==> src/hw/riscv_opcodes.svh <==
`ifndef RISCV_OPCODES_SVH
`define RISCV_OPCODES_SVH

// RV32I base opcodes
`define OPC_ARI_RTYPE 7'b0110011
`define OPC_ARI_ITYPE 7'b0010011
`define OPC_LOAD      7'b0000011
`define OPC_STORE     7'b0100011
`define OPC_BRANCH    7'b1100011
`define OPC_JAL       7'b1101111
`define OPC_JALR      7'b1100111
`define OPC_LUI       7'b0110111
`define OPC_AUIPC     7'b0010111
`define OPC_CSR       7'b1110011

// Store funct3
`define FNC_SB 3'b000
`define FNC_SH 3'b001
`define FNC_SW 3'b010

// Branch funct3
`define FNC_BEQ  3'b000
`define FNC_BNE  3'b001
`define FNC_BLT  3'b100
`define FNC_BGE  3'b101
`define FNC_BLTU 3'b110
`define FNC_BGEU 3'b111

// addi x0, x0, 0
`define NOP 32'h0000_0013

`endif

==> src/hw/mem_pkg.sv <==
`default_nettype none

package mem_pkg;

    // Region code from addr[31:28]
    typedef enum logic [3:0] {
        REGION_DMEM   = 4'b0001,
        REGION_IMEM   = 4'b0010,
        REGION_MIRROR = 4'b0011,
        REGION_BIOS   = 4'b0100,
        REGION_IO     = 4'b1000
    } mem_region_e;

    typedef enum logic [1:0] {
        SIZE_BYTE  = 2'd0,
        SIZE_HALF  = 2'd1,
        SIZE_WORD  = 2'd2,
        SIZE_UNDEF = 2'd3
    } mem_size_e;

    // Store data source
    typedef enum logic [1:0] {
        DIN_RS2       = 2'd0,
        DIN_WB        = 2'd1,
        DIN_DONT_CARE = 2'd2
    } din_sel_e;

    typedef struct packed {
        logic      imem_en;
        logic      dmem_en;
        logic      bios_en;
        logic      io_en;
        logic      is_load;
        logic      is_store;
        mem_size_e size;
        din_sel_e  din_sel;
        logic      br_inst;
        logic      bubble;
    } mem_ctrl_t;

    typedef struct packed {
        logic [31:0] wdata;
        logic [3:0]  wstrb;
        logic        misaligned;
    } store_data_t;

    typedef struct packed {
        logic [31:0] pc;
        logic [31:0] addr;
        logic [31:0] inst;
        logic [31:0] rs2_data;
        logic [31:0] wb_inst;
        logic [31:0] wb_data;
    } mem_in_t;

    typedef struct packed {
        logic        imem_en;
        logic        dmem_en;
        logic        bios_en;
        logic [3:0]  we;
        logic [31:0] addr;
        logic [31:0] wdata;
    } mem_port_t;

    typedef struct packed {
        logic        psel;
        logic        penable;
        logic        pwrite;
        logic [31:0] paddr;
        logic [31:0] pwdata;
        logic [3:0]  pstrb;
    } apb_req_t;

    typedef struct packed {
        logic        pready;
        logic [31:0] prdata;
        logic        pslverr;
    } apb_rsp_t;

endpackage

`default_nettype wire

==> src/hw/mem_control.sv <==
`timescale 1ns/1ps
`default_nettype none

`include "riscv_opcodes.svh"

module mem_control (
    input  wire                 clk,
    input  wire mem_pkg::mem_in_t req,
    output mem_pkg::mem_ctrl_t  ctrl
);

    logic [6:0] opcode;
    logic [2:0] funct3;
    logic [4:0] rs2;
    logic [6:0] wb_opcode;
    logic [4:0] wb_rd;
    logic       has_rs2;
    logic       wb_has_rd;
    mem_pkg::mem_region_e region;

    assign opcode    = req.inst[6:0];
    assign funct3    = req.inst[14:12];
    assign rs2       = req.inst[24:20];
    assign wb_opcode = req.wb_inst[6:0];
    assign wb_rd     = req.wb_inst[11:7];
    assign region    = mem_pkg::mem_region_e'(req.addr[31:28]);

    // x0 never forwards
    assign has_rs2 = rs2 != 5'd0;
    assign wb_has_rd = wb_opcode != `OPC_STORE &&
                       wb_opcode != `OPC_BRANCH &&
                       wb_opcode != `OPC_CSR;

    always_comb begin
        ctrl         = '0;
        ctrl.size    = mem_pkg::SIZE_UNDEF;
        ctrl.din_sel = mem_pkg::DIN_DONT_CARE;
        ctrl.bubble  = req.inst == `NOP;

        case (opcode)
            `OPC_LOAD: begin
                ctrl.is_load = 1'b1;
                // imem is not readable from the data side
                case (region)
                    mem_pkg::REGION_IO:     ctrl.io_en   = 1'b1;
                    mem_pkg::REGION_BIOS:   ctrl.bios_en = 1'b1;
                    mem_pkg::REGION_DMEM:   ctrl.dmem_en = 1'b1;
                    mem_pkg::REGION_MIRROR: ctrl.dmem_en = 1'b1;
                    default: ;
                endcase
            end
            `OPC_STORE: begin
                ctrl.is_store = 1'b1;
                case (region)
                    mem_pkg::REGION_IO:   ctrl.io_en   = 1'b1;
                    mem_pkg::REGION_DMEM: ctrl.dmem_en = 1'b1;
                    // imem writable only while running from bios
                    mem_pkg::REGION_IMEM: ctrl.imem_en = req.pc[30];
                    mem_pkg::REGION_MIRROR: begin
                        ctrl.imem_en = req.pc[30];
                        ctrl.dmem_en = 1'b1;
                    end
                    default: ;
                endcase

                if (has_rs2 && wb_has_rd && rs2 == wb_rd) begin
                    ctrl.din_sel = mem_pkg::DIN_WB;
                end else begin
                    ctrl.din_sel = mem_pkg::DIN_RS2;
                end

                case (funct3)
                    `FNC_SB: ctrl.size = mem_pkg::SIZE_BYTE;
                    `FNC_SH: ctrl.size = mem_pkg::SIZE_HALF;
                    `FNC_SW: ctrl.size = mem_pkg::SIZE_WORD;
                    default: ctrl.size = mem_pkg::SIZE_UNDEF;
                endcase
            end
            `OPC_BRANCH: begin
                case (funct3)
                    `FNC_BEQ, `FNC_BNE, `FNC_BLT,
                    `FNC_BGE, `FNC_BLTU, `FNC_BGEU: ctrl.br_inst = 1'b1;
                    default: ;
                endcase
            end
            // No memory or branch effect
            `OPC_ARI_RTYPE, `OPC_ARI_ITYPE, `OPC_JAL, `OPC_JALR,
            `OPC_LUI, `OPC_AUIPC, `OPC_CSR: ;
            default: ;
        endcase
    end

    // Data-side regions are mutually exclusive
    assert property (@(posedge clk) $onehot0({ctrl.io_en, ctrl.bios_en, ctrl.dmem_en}));

endmodule

`default_nettype wire

==> src/hw/store_align.sv <==
`timescale 1ns/1ps
`default_nettype none

module store_align (
    input  wire                    clk,
    input  wire mem_pkg::mem_in_t  req,
    input  wire mem_pkg::din_sel_e din_sel,
    input  wire mem_pkg::mem_size_e size,
    output mem_pkg::store_data_t   store
);

    logic [31:0] data;
    logic [1:0]  offset;

    // Forwarded value from writeback or register file
    assign data   = (din_sel == mem_pkg::DIN_WB) ? req.wb_data : req.rs2_data;
    assign offset = req.addr[1:0];

    always_comb begin
        store.wdata      = data << {offset, 3'b000};
        store.wstrb      = 4'b0000;
        store.misaligned = 1'b0;

        case (size)
            mem_pkg::SIZE_BYTE: begin
                store.wstrb = 4'b0001 << offset;
            end
            mem_pkg::SIZE_HALF: begin
                store.misaligned = offset[0];
                if (!offset[0]) begin
                    store.wstrb = 4'b0011 << offset;
                end
            end
            mem_pkg::SIZE_WORD: begin
                store.misaligned = offset != 2'd0;
                if (offset == 2'd0) begin
                    store.wstrb = 4'b1111;
                end
            end
            default: ;
        endcase
    end

    assert property (@(posedge clk) store.misaligned |-> store.wstrb == 4'b0000);

endmodule

`default_nettype wire

==> src/hw/mem_port_ctrl.sv <==
`timescale 1ns/1ps
`default_nettype none

module mem_port_ctrl (
    input  wire                      clk,
    input  wire                      rst_n,
    input  wire                      req_valid,
    output logic                     req_ready,
    input  wire [31:0]               addr,
    input  wire mem_pkg::mem_ctrl_t  ctrl,
    input  wire mem_pkg::store_data_t store,
    output mem_pkg::mem_port_t       mem_port,
    output mem_pkg::apb_req_t        apb_req,
    input  wire mem_pkg::apb_rsp_t   apb_rsp,
    output logic [31:0]              io_rdata,
    output logic                     io_rdata_valid
);

    typedef enum logic [1:0] {
        ST_IDLE,
        ST_SETUP,
        ST_ACCESS
    } state_e;

    state_e      state;
    logic        accept;
    logic        valid_op;
    logic        port_hit;
    logic        apb_done;
    logic        imem_q;
    logic        dmem_q;
    logic        bios_q;
    logic [3:0]  we_q;
    logic [31:0] addr_q;
    logic [31:0] wdata_q;
    logic [3:0]  strb_q;
    logic        pwrite_q;

    assign req_ready = state == ST_IDLE;
    assign accept    = req_valid && req_ready;
    // Misaligned stores are dropped entirely
    assign valid_op  = accept && (ctrl.is_load || ctrl.is_store) &&
                       !(ctrl.is_store && store.misaligned);
    assign port_hit  = ctrl.imem_en || ctrl.dmem_en || ctrl.bios_en;
    assign apb_done  = state == ST_ACCESS && apb_rsp.pready;

    always_ff @(posedge clk) begin
        if (!rst_n) begin
            state          <= ST_IDLE;
            imem_q         <= 1'b0;
            dmem_q         <= 1'b0;
            bios_q         <= 1'b0;
            we_q           <= 4'b0000;
            io_rdata_valid <= 1'b0;
        end else begin
            imem_q         <= valid_op && ctrl.imem_en;
            dmem_q         <= valid_op && ctrl.dmem_en;
            bios_q         <= valid_op && ctrl.bios_en;
            we_q           <= (valid_op && ctrl.is_store && port_hit) ? store.wstrb : 4'b0000;
            io_rdata_valid <= apb_done && !pwrite_q;

            case (state)
                ST_IDLE: begin
                    if (valid_op && ctrl.io_en) begin
                        state <= ST_SETUP;
                    end
                end
                ST_SETUP: state <= ST_ACCESS;
                ST_ACCESS: begin
                    if (apb_rsp.pready) begin
                        state <= ST_IDLE;
                    end
                end
                default: state <= ST_IDLE;
            endcase
        end
    end

    // Request payload held while the FSM is busy
    always_ff @(posedge clk) begin
        if (accept) begin
            addr_q   <= addr;
            wdata_q  <= store.wdata;
            strb_q   <= ctrl.is_store ? store.wstrb : 4'b0000;
            pwrite_q <= ctrl.is_store;
        end
        if (apb_done) begin
            io_rdata <= apb_rsp.prdata;
        end
    end

    assign mem_port = '{imem_en: imem_q, dmem_en: dmem_q, bios_en: bios_q,
                        we: we_q, addr: addr_q, wdata: wdata_q};

    assign apb_req = '{psel: state != ST_IDLE, penable: state == ST_ACCESS,
                       pwrite: pwrite_q, paddr: addr_q, pwdata: wdata_q, pstrb: strb_q};

    // Transfer fields hold until the slave completes
    assert property (@(posedge clk) disable iff (!rst_n)
        apb_req.psel && !apb_rsp.pready |=>
            $stable({apb_req.pwrite, apb_req.paddr, apb_req.pwdata, apb_req.pstrb}));

endmodule

`default_nettype wire

==> src/hw/mem_stage.sv <==
`timescale 1ns/1ps
`default_nettype none

module mem_stage (
    input  wire                    clk,
    input  wire                    rst_n,
    input  wire                    req_valid,
    output logic                   req_ready,
    input  wire mem_pkg::mem_in_t  req,
    output mem_pkg::mem_port_t     mem_port,
    output mem_pkg::apb_req_t      apb_req,
    input  wire mem_pkg::apb_rsp_t apb_rsp,
    output logic [31:0]            io_rdata,
    output logic                   io_rdata_valid,
    output logic                   br_inst,
    output logic                   bubble
);

    mem_pkg::mem_ctrl_t   ctrl;
    mem_pkg::store_data_t store;

    mem_control u_mem_control (
        .clk  (clk),
        .req  (req),
        .ctrl (ctrl)
    );

    store_align u_store_align (
        .clk     (clk),
        .req     (req),
        .din_sel (ctrl.din_sel),
        .size    (ctrl.size),
        .store   (store)
    );

    mem_port_ctrl u_mem_port_ctrl (
        .clk            (clk),
        .rst_n          (rst_n),
        .req_valid      (req_valid),
        .req_ready      (req_ready),
        .addr           (req.addr),
        .ctrl           (ctrl),
        .store          (store),
        .mem_port       (mem_port),
        .apb_req        (apb_req),
        .apb_rsp        (apb_rsp),
        .io_rdata       (io_rdata),
        .io_rdata_valid (io_rdata_valid)
    );

    // Branch and bubble flags are only reported
    assign br_inst = ctrl.br_inst;
    assign bubble  = ctrl.bubble;

endmodule

`default_nettype wire

==> config.mk <==
export PLATFORM = sky130hd
export DESIGN_NAME = mem_stage
export DESIGN_NICKNAME = d
export VERILOG_FILES = /design/src/hw/mem_pkg.sv /design/src/hw/mem_control.sv /design/src/hw/store_align.sv /design/src/hw/mem_port_ctrl.sv /design/src/hw/mem_stage.sv
export VERILOG_INCLUDE_DIRS = /design/src /design/src/hw
export SDC_FILE = /design/constraint.sdc
export NUM_CORES = 1
export LEC_CHECK = 0
export BUFFER_PORTS_ARGS = -buffer_cell sky130_fd_sc_hd__buf_4
export CAP_MARGIN = 10
export CORE_AREA = 2 2 160 162
export CTS_CLUSTER_SIZE = 28
export DETAILED_ROUTE_END_ITERATION = 10
export DIE_AREA = 0 0 162 164
export PLACE_DENSITY = 0.51
export SLEW_MARGIN = 30
export SYNTH_ARGS = -nofsm -noshare
export SYNTH_HDL_FRONTEND = slang
export SYNTH_SLANG_ARGS = --single-unit
==> constraint.sdc <==
create_clock -name clk -period 2.85 [get_ports clk]
set_input_delay 0.285 -clock clk [delete_from_list [all_inputs] [get_ports clk]]
set_output_delay 0.285 -clock clk [all_outputs]
set_load 0.05 [all_outputs]
Word-level counts from Yosys, hierarchy flattened
Cells that the tools add are included.

Register bits: 111. Bits in latches: 0. RAM bits: 0. ROM bits: 0. Input bits: 229. Word-level logic and storage cells: 96. Memories: 0.

Add/subtract/negate cells: 0. $mul: 0. Div/mod/pow operators: 0. Magnitude comparators: 0. Equality and inequality tests: 26. Shifts and indexed selects: 3. Mux-type cells: 22. Bitwise gates (word level): 0. Reductions and logical operators: 34.

Operators by type and width (number): $eq A32 B5 Y1 const B (1); $mux W32 (1); $shl A32 B5 Y32 (1); $logic_and A1 B1 Y1 (16); $ne A7 B7 Y1 const B (2); $eq A3 B3 Y1 const B (4); $mux W1 (12); $pmux W2 S3 (2); $pmux W4 S3 (1); $eq A4 B2 Y1 const B (2); $mux W4 (2); $eq A7 B2 Y1 const B (1); $eq A7 B6 Y1 const B (1); $eq A7 B7 Y1 const B (1); $ne A7 B6 Y1 const B (1); $eq A2 B1 Y1 const B (3); $logic_not A2 Y1 (3); $reduce_or A2 Y1 (3); $reduce_or A6 Y1 (1); $eq A5 B5 Y1 (1); $mux W5 (1); $reduce_bool A5 Y1 (1); $eq A2 B2 Y1 const B (2); $eq A4 B1 Y1 const B (1); 15 further kinds (21).

Logic depth before layout (Yosys ltp)
Depth after elaboration: 15. Gate-level depth with buffers: 11. Gate-level depth less buffers: 10.

Hierarchy
From an unflattened synthesis, not the netlist that was laid out.

Cells, all modules: 389. Area total of the unflattened synthesis: 5385.2 µm².

Modules (own cells, without submodules): mem_port_ctrl (times used 1, cells each 210, area an instance 3980.1 µm², sequential area each 3233.1 µm²); store_align (times used 1, cells each 136, area an instance 1133.6 µm², sequential area each 0.0 µm²); mem_control (times used 1, cells each 43, area an instance 271.5 µm², sequential area each 0.0 µm²).

Least setup slack after synthesis
Ideal clock, no wire load.

Kind: register to register. Start point: reg u_mem_port_ctrl.state[1]. End point: reg u_mem_port_ctrl.addr_q[0], enable pin. Library setup time: 0.434 ns. Data arrival time: 2.806 ns. Required time: 2.416 ns. Path slack: -0.391 ns. Cell stages (with the launch flop): 3. Cells stage by stage: dfxtp_1 -> nor2_1 -> and2_1.

Word-level cells in the longest chain between the ends: 2.

RTL lines: start: declaration (RTL line mem_port_ctrl.sv:25) `state_e state;`; start signal: assignment (RTL line mem_port_ctrl.sv:49) `state <= ST_IDLE;`; start signal: assignment (RTL line mem_port_ctrl.sv:65) `state <= ST_SETUP;`; start signal: assignment (RTL line mem_port_ctrl.sv:68) `ST_SETUP: state <= ST_ACCESS;`; $logic_not A2 Y1 (RTL line mem_port_ctrl.sv:39) `assign req_ready = state == ST_IDLE;`; via req_ready (RTL line mem_stage.sv:8) `output logic req_ready,`; $logic_and A1 B1 Y1 (RTL line mem_port_ctrl.sv:40) `assign accept = req_valid && req_ready;`; via u_mem_port_ctrl.accept (RTL line mem_port_ctrl.sv:26) `logic accept;`; end signal: assignment (RTL line mem_port_ctrl.sv:82) `addr_q <= addr;`; end: declaration (RTL line mem_port_ctrl.sv:34) `logic [31:0] addr_q;`.

The timed path passes the listed nets, and every way through them passes these cells. A chain may end at the register's enable or synchronous reset.

Final worst setup path
Start point: in req[98] (netlist name). End point: reg u_mem_port_ctrl.bios_q.

Word-level cells in the longest chain between the ends: 8. Elaborated cells between the ends (all ways): 14. Classes of those cells: eq/ne: 4; mux: 4; reduce/logical: 6.

RTL lines: start: declaration (RTL line mem_stage.sv:9) `input wire mem_pkg::mem_in_t req,`; $eq A7 B6 Y1 (RTL line mem_control.sv:40) `case (opcode)`; $mux W5 (RTL line mem_control.sv:40); $eq A2 B2 Y1 / $eq A2 B1 Y1 (equally long branches) (RTL line store_align.sv:24) `case (size)`; $pmux W1 S2 (RTL line store_align.sv:24); $logic_and A1 B1 Y1 (RTL line mem_port_ctrl.sv:43) `!(ctrl.is_store && store.misaligned);`; $logic_not A1 Y1 (RTL line mem_port_ctrl.sv:43); $logic_and A1 B1 Y1 (RTL line mem_port_ctrl.sv:42) `assign valid_op = accept && (ctrl.is_load || ctrl.is_store) &&`; $logic_and A1 B1 Y1 * (RTL line mem_port_ctrl.sv:58) `bios_q <= valid_op && ctrl.bios_en;`; end signal: assignment (RTL line mem_port_ctrl.sv:58); end: declaration (RTL line mem_port_ctrl.sv:32) `logic bios_q;`.

Mark *: on every way between the ends. The rest lies on a longest branch, timed or not.

==> flow_summary.json <==
{
  "outcome": "finished, final reports clean",
  "multiInputGateArea_sq_um": 1735,
  "path_buf_inv": 3,
  "dp_hpwl_um": 13850,
  "drt_iter0_markers": 180,
  "wl_um": 17900,
  "end_kind": "flop",
  "grt_max_degree": 62,
  "area_growth_pct": 51.58,
  "ys_seq_elements": 111,
  "synth_area_sq_um": 5647,
  "syn_area_per_cell_sq_um": 12.69,
  "wl_met2_um": 9485,
  "clkLatencyLatePin_ns": 0.35,
  "setup_viol": 0,
  "track_usage_pct": 12.73,
  "hold_viol": 0,
  "initial_core_util_pct": 22.75,
  "hold_class": "in -> reg",
  "cp_cell_sequence": "buf_4, nand4bb_1, or3_1, buf_4, nor3_2, inv_1, ha_1, o21ai_0, a21oi_1, a2111o_1, or3_1, nor4b_1",
  "antenna_found_initial": 0,
  "layout_common_cells": "buf_4, edfxtp_1, mux2i_1",
  "startpoint": "req[98]",
  "wl_met3_um": 1182,
  "first_global_vias": 4353,
  "critPathLaunchType": "input pin",
  "numCtsBuffers": 9,
  "criticalPathCategory": "in -> reg",
  "leakagePower_nw": 3.668,
  "cts_hold_buf": 0,
  "slew_headroom_pct": 49.98,
  "crit_fanout": 3,
  "drv_slew": 0,
  "layout_commonest_cell": "buf_4",
  "synth-seq-area-share_pct": 57.26,
  "place_congestion": 0.7276,
  "port_buffers": 354,
  "syn-num-nets": 678,
  "r2r-end": "u_mem_port_ctrl.bios_q$_SDFF_PN0_",
  "crit_cells": 12,
  "clock_sinks": 111,
  "nNetsFinal": 970,
  "drive_above_1_share_pct": 55.39,
  "drt-met1-wl_um": 7030,
  "rows": 58,
  "antenna_cells": 0,
  "ys_warn_count": 0,
  "coreArea_sq_um": 24820,
  "final_core_utilization_pct": 34.49,
  "postRouteAntennaNets": 0,
  "overflow": 0,
  "layout_min_cycle_time_ns": 2.583,
  "die_height_um": 164,
  "maxCapViolations": 0,
  "detailedPlace.worstSlack_ns": -0.1261,
  "worstMarginPinSlew_ns": 0.7502,
  "synth_cell_types": 42,
  "top_layer_used": "met4",
  "clockBufferDepth": 2,
  "grt_pass1_wl_um": 25560,
  "synthCells": 445,
  "cts_setup_buffers": 0,
  "dr_total_vias": 4469,
  "peakVddDrop_mv": 0.2502,
  "cts_root_buffer": "clkbuf_16",
  "arrival_ns": 2.85,
  "r2r_start": "u_mem_port_ctrl.state[0]$_SDFFE_PN0P_",
  "cellPowerDensity_nw_per_um2": 477.7,
  "rrSetupSlack_ns": 1.09,
  "viasPerCell": 4.169,
  "clkTransAtPathRegs_ns": 0.08,
  "drc": 0,
  "skew_ns": 0.007426,
  "die_w_um": 162,
  "required_ns": 3.12,
  "boundaryPins": 407,
  "cts_resized": 0,
  "finalCritPeriodShare_pct": 90.64,
  "setup.worst_path.end": "u_mem_port_ctrl.bios_q$_SDFF_PN0_",
  "worst_slack_ns": 0.2668,
  "synthArstFlopShare_pct": 0,
  "fillers": 2517,
  "power_w": 0.004089,
  "max_stage_delay_ns": 0.42,
  "cts_tree": "done",
  "timing.fmax_mhz": 387.1,
  "rsz0062_at_grt": "false",
  "drt_pass1_iterations": 4,
  "crit_family": "simple AND/OR/NAND/NOR gates",
  "r2r_cells": 5,
  "htree_levels": 3,
  "wl_per_cell_um": 16.70,
  "seqCellArea_sq_um": 3233,
  "synth_top_flop_cell": "edfxtp_1",
  "die-area_sq_um": 26570,
  "synth_edf_count": 101,
  "crit_slowest_cell": "or3_1"
}
## cell type report
| cell class | instances | share of cell area (%) |
|---|---|---|
| multi-input combinational | 233 | 20.27 |
| inverter | 8 | 0.4093 |
| timing repair buffer | 374 | 33.09 |
| clock buffer | 9 | 2.631 |
| clock inverter | 7 | 0.9940 |
| tap | 330 | 4.824 |
| sequential | 111 | 37.77 |
## kinds of logic (layout without fill, tap and decap cells)
kind of cell | after synthesis | count (layout) | share of synthesized area [%]
flip-flops | 111 | 111 | 57.26
AND/OR/NAND/NOR | 107 | 107 | 9.971
buffers and inverters | 101 | 398 | 12.14
AO/OA/AOI/OAI | 68 | 68 | 7.822
multiplexers | 50 | 50 | 11.30
adder cells (fa/ha/maj) | 4 | 4 | 0.8864
XOR/XNOR | 4 | 4 | 0.6204
## metrics by stage
step | area (sq um) | setup TNS, ns | instances | hold WS (ns)
after global routing | 8559 | 0 | 1072 | 0.07210
after floorplan | 5653 | 0 | 445 | 0.3614
after detailed placement | 8249 | -0.2485 | 1056 | 0.4643
after global placement | 8249 | -0.1289 | 1056 | 0.4632
after CTS | 8559 | 0 | 1072 | 0.07261
final | 8559 | 0 | 1072 | 0.09892
## report_power, final
group / leakage, nW / total [W] / switching [W] / internal, W
clock network: 0.146 / 0.00130 / 0.000671 / 0.000631
registers: 1.08 / 0.00187 / 0.0000303 / 0.00184
logic: 2.44 / 0.000921 / 0.000551 / 0.000370
total: 3.67 / 0.00409 / 0.00125 / 0.00284
## flip-flops by register name, indices dropped and copies added (netlist names)
register                        cells
u_mem_port_ctrl.io_rdata           32
u_mem_port_ctrl.dmem_q              1
u_mem_port_ctrl.addr_q             32
u_mem_port_ctrl.bios_q              1
u_mem_port_ctrl.pwrite_q            1
u_mem_port_ctrl.imem_q              1
u_mem_port_ctrl.io_rdata_valid      1
u_mem_port_ctrl.we_q                4
u_mem_port_ctrl.state               2
u_mem_port_ctrl.strb_q              4
u_mem_port_ctrl.wdata_q            32
## worst register-to-register path, delay by kind of cell (launching register included)
kind | cells | cell delay, ns
simple gates | 4 | 0.90
compound gates | 1 | 0.41
flops | 1 | 0.35
## per-layer routing
| layer | vias to the layer above | global-route usage, % |
|---|---|---|
| li1 | 2172 | - |
| met1 | 2097 | 15.24 |
| met2 | 188 | 22.84 |
| met3 | 12 | 2.753 |
| met4 | 0 | 3.902 |
| met5 | - | 0 |
## cell usage after synthesis, types with 3 or more instances
| master | instances | area, sq um |
|---|---|---|
| edfxtp_1 | 101 | 3033 |
| buf_4 | 69 | 518.0 |
| mux2i_1 | 33 | 330.3 |
| nor2_1 | 32 | 120.1 |
| a21oi_1 | 26 | 130.1 |
| nor2b_1 | 19 | 118.9 |
| a211oi_1 | 16 | 120.1 |
| nand2_1 | 15 | 56.30 |
| clkbuf_1 | 11 | 41.29 |
| o21ai_0 | 11 | 55.05 |
| dfxtp_1 | 10 | 200.2 |
| buf_2 | 9 | 45.04 |
| nand4_1 | 9 | 56.30 |
| a221oi_1 | 8 | 70.07 |
| mux4_2 | 8 | 180.2 |
| nor4_1 | 8 | 50.05 |
| inv_1 | 7 | 26.28 |
| mux2_4 | 7 | 105.1 |
| ha_1 | 4 | 50.05 |
| nor3_1 | 4 | 20.02 |
| or3_1 | 4 | 25.02 |
| xor2_1 | 4 | 35.03 |
| and2_1 | 3 | 18.77 |
| nor4b_1 | 3 | 26.28 |
## worst min-delay path by stage
stage | end | depth (start not counted) | startpoint | slack, ns
finish | u_mem_port_ctrl.addr_q[6]$_DFFE_PP_ | 1 | req[134] | 0.1
global route | u_mem_port_ctrl.addr_q[8]$_DFFE_PP_ | 1 | req[136] | 0.07
CTS | u_mem_port_ctrl.addr_q[6]$_DFFE_PP_ | 1 | req[134] | 0.07
detailed placement | u_mem_port_ctrl.io_rdata[24]$_DFFE_PP_ | 1 | apb_rsp[25] | 0.46
global placement | u_mem_port_ctrl.addr_q[27]$_DFFE_PP_ | 1 | req[155] | 0.46
floorplan | u_mem_port_ctrl.dmem_q$_SDFF_PN0_ | 1 | req[158] | 0.36
(Power assumes the default switching activity.)
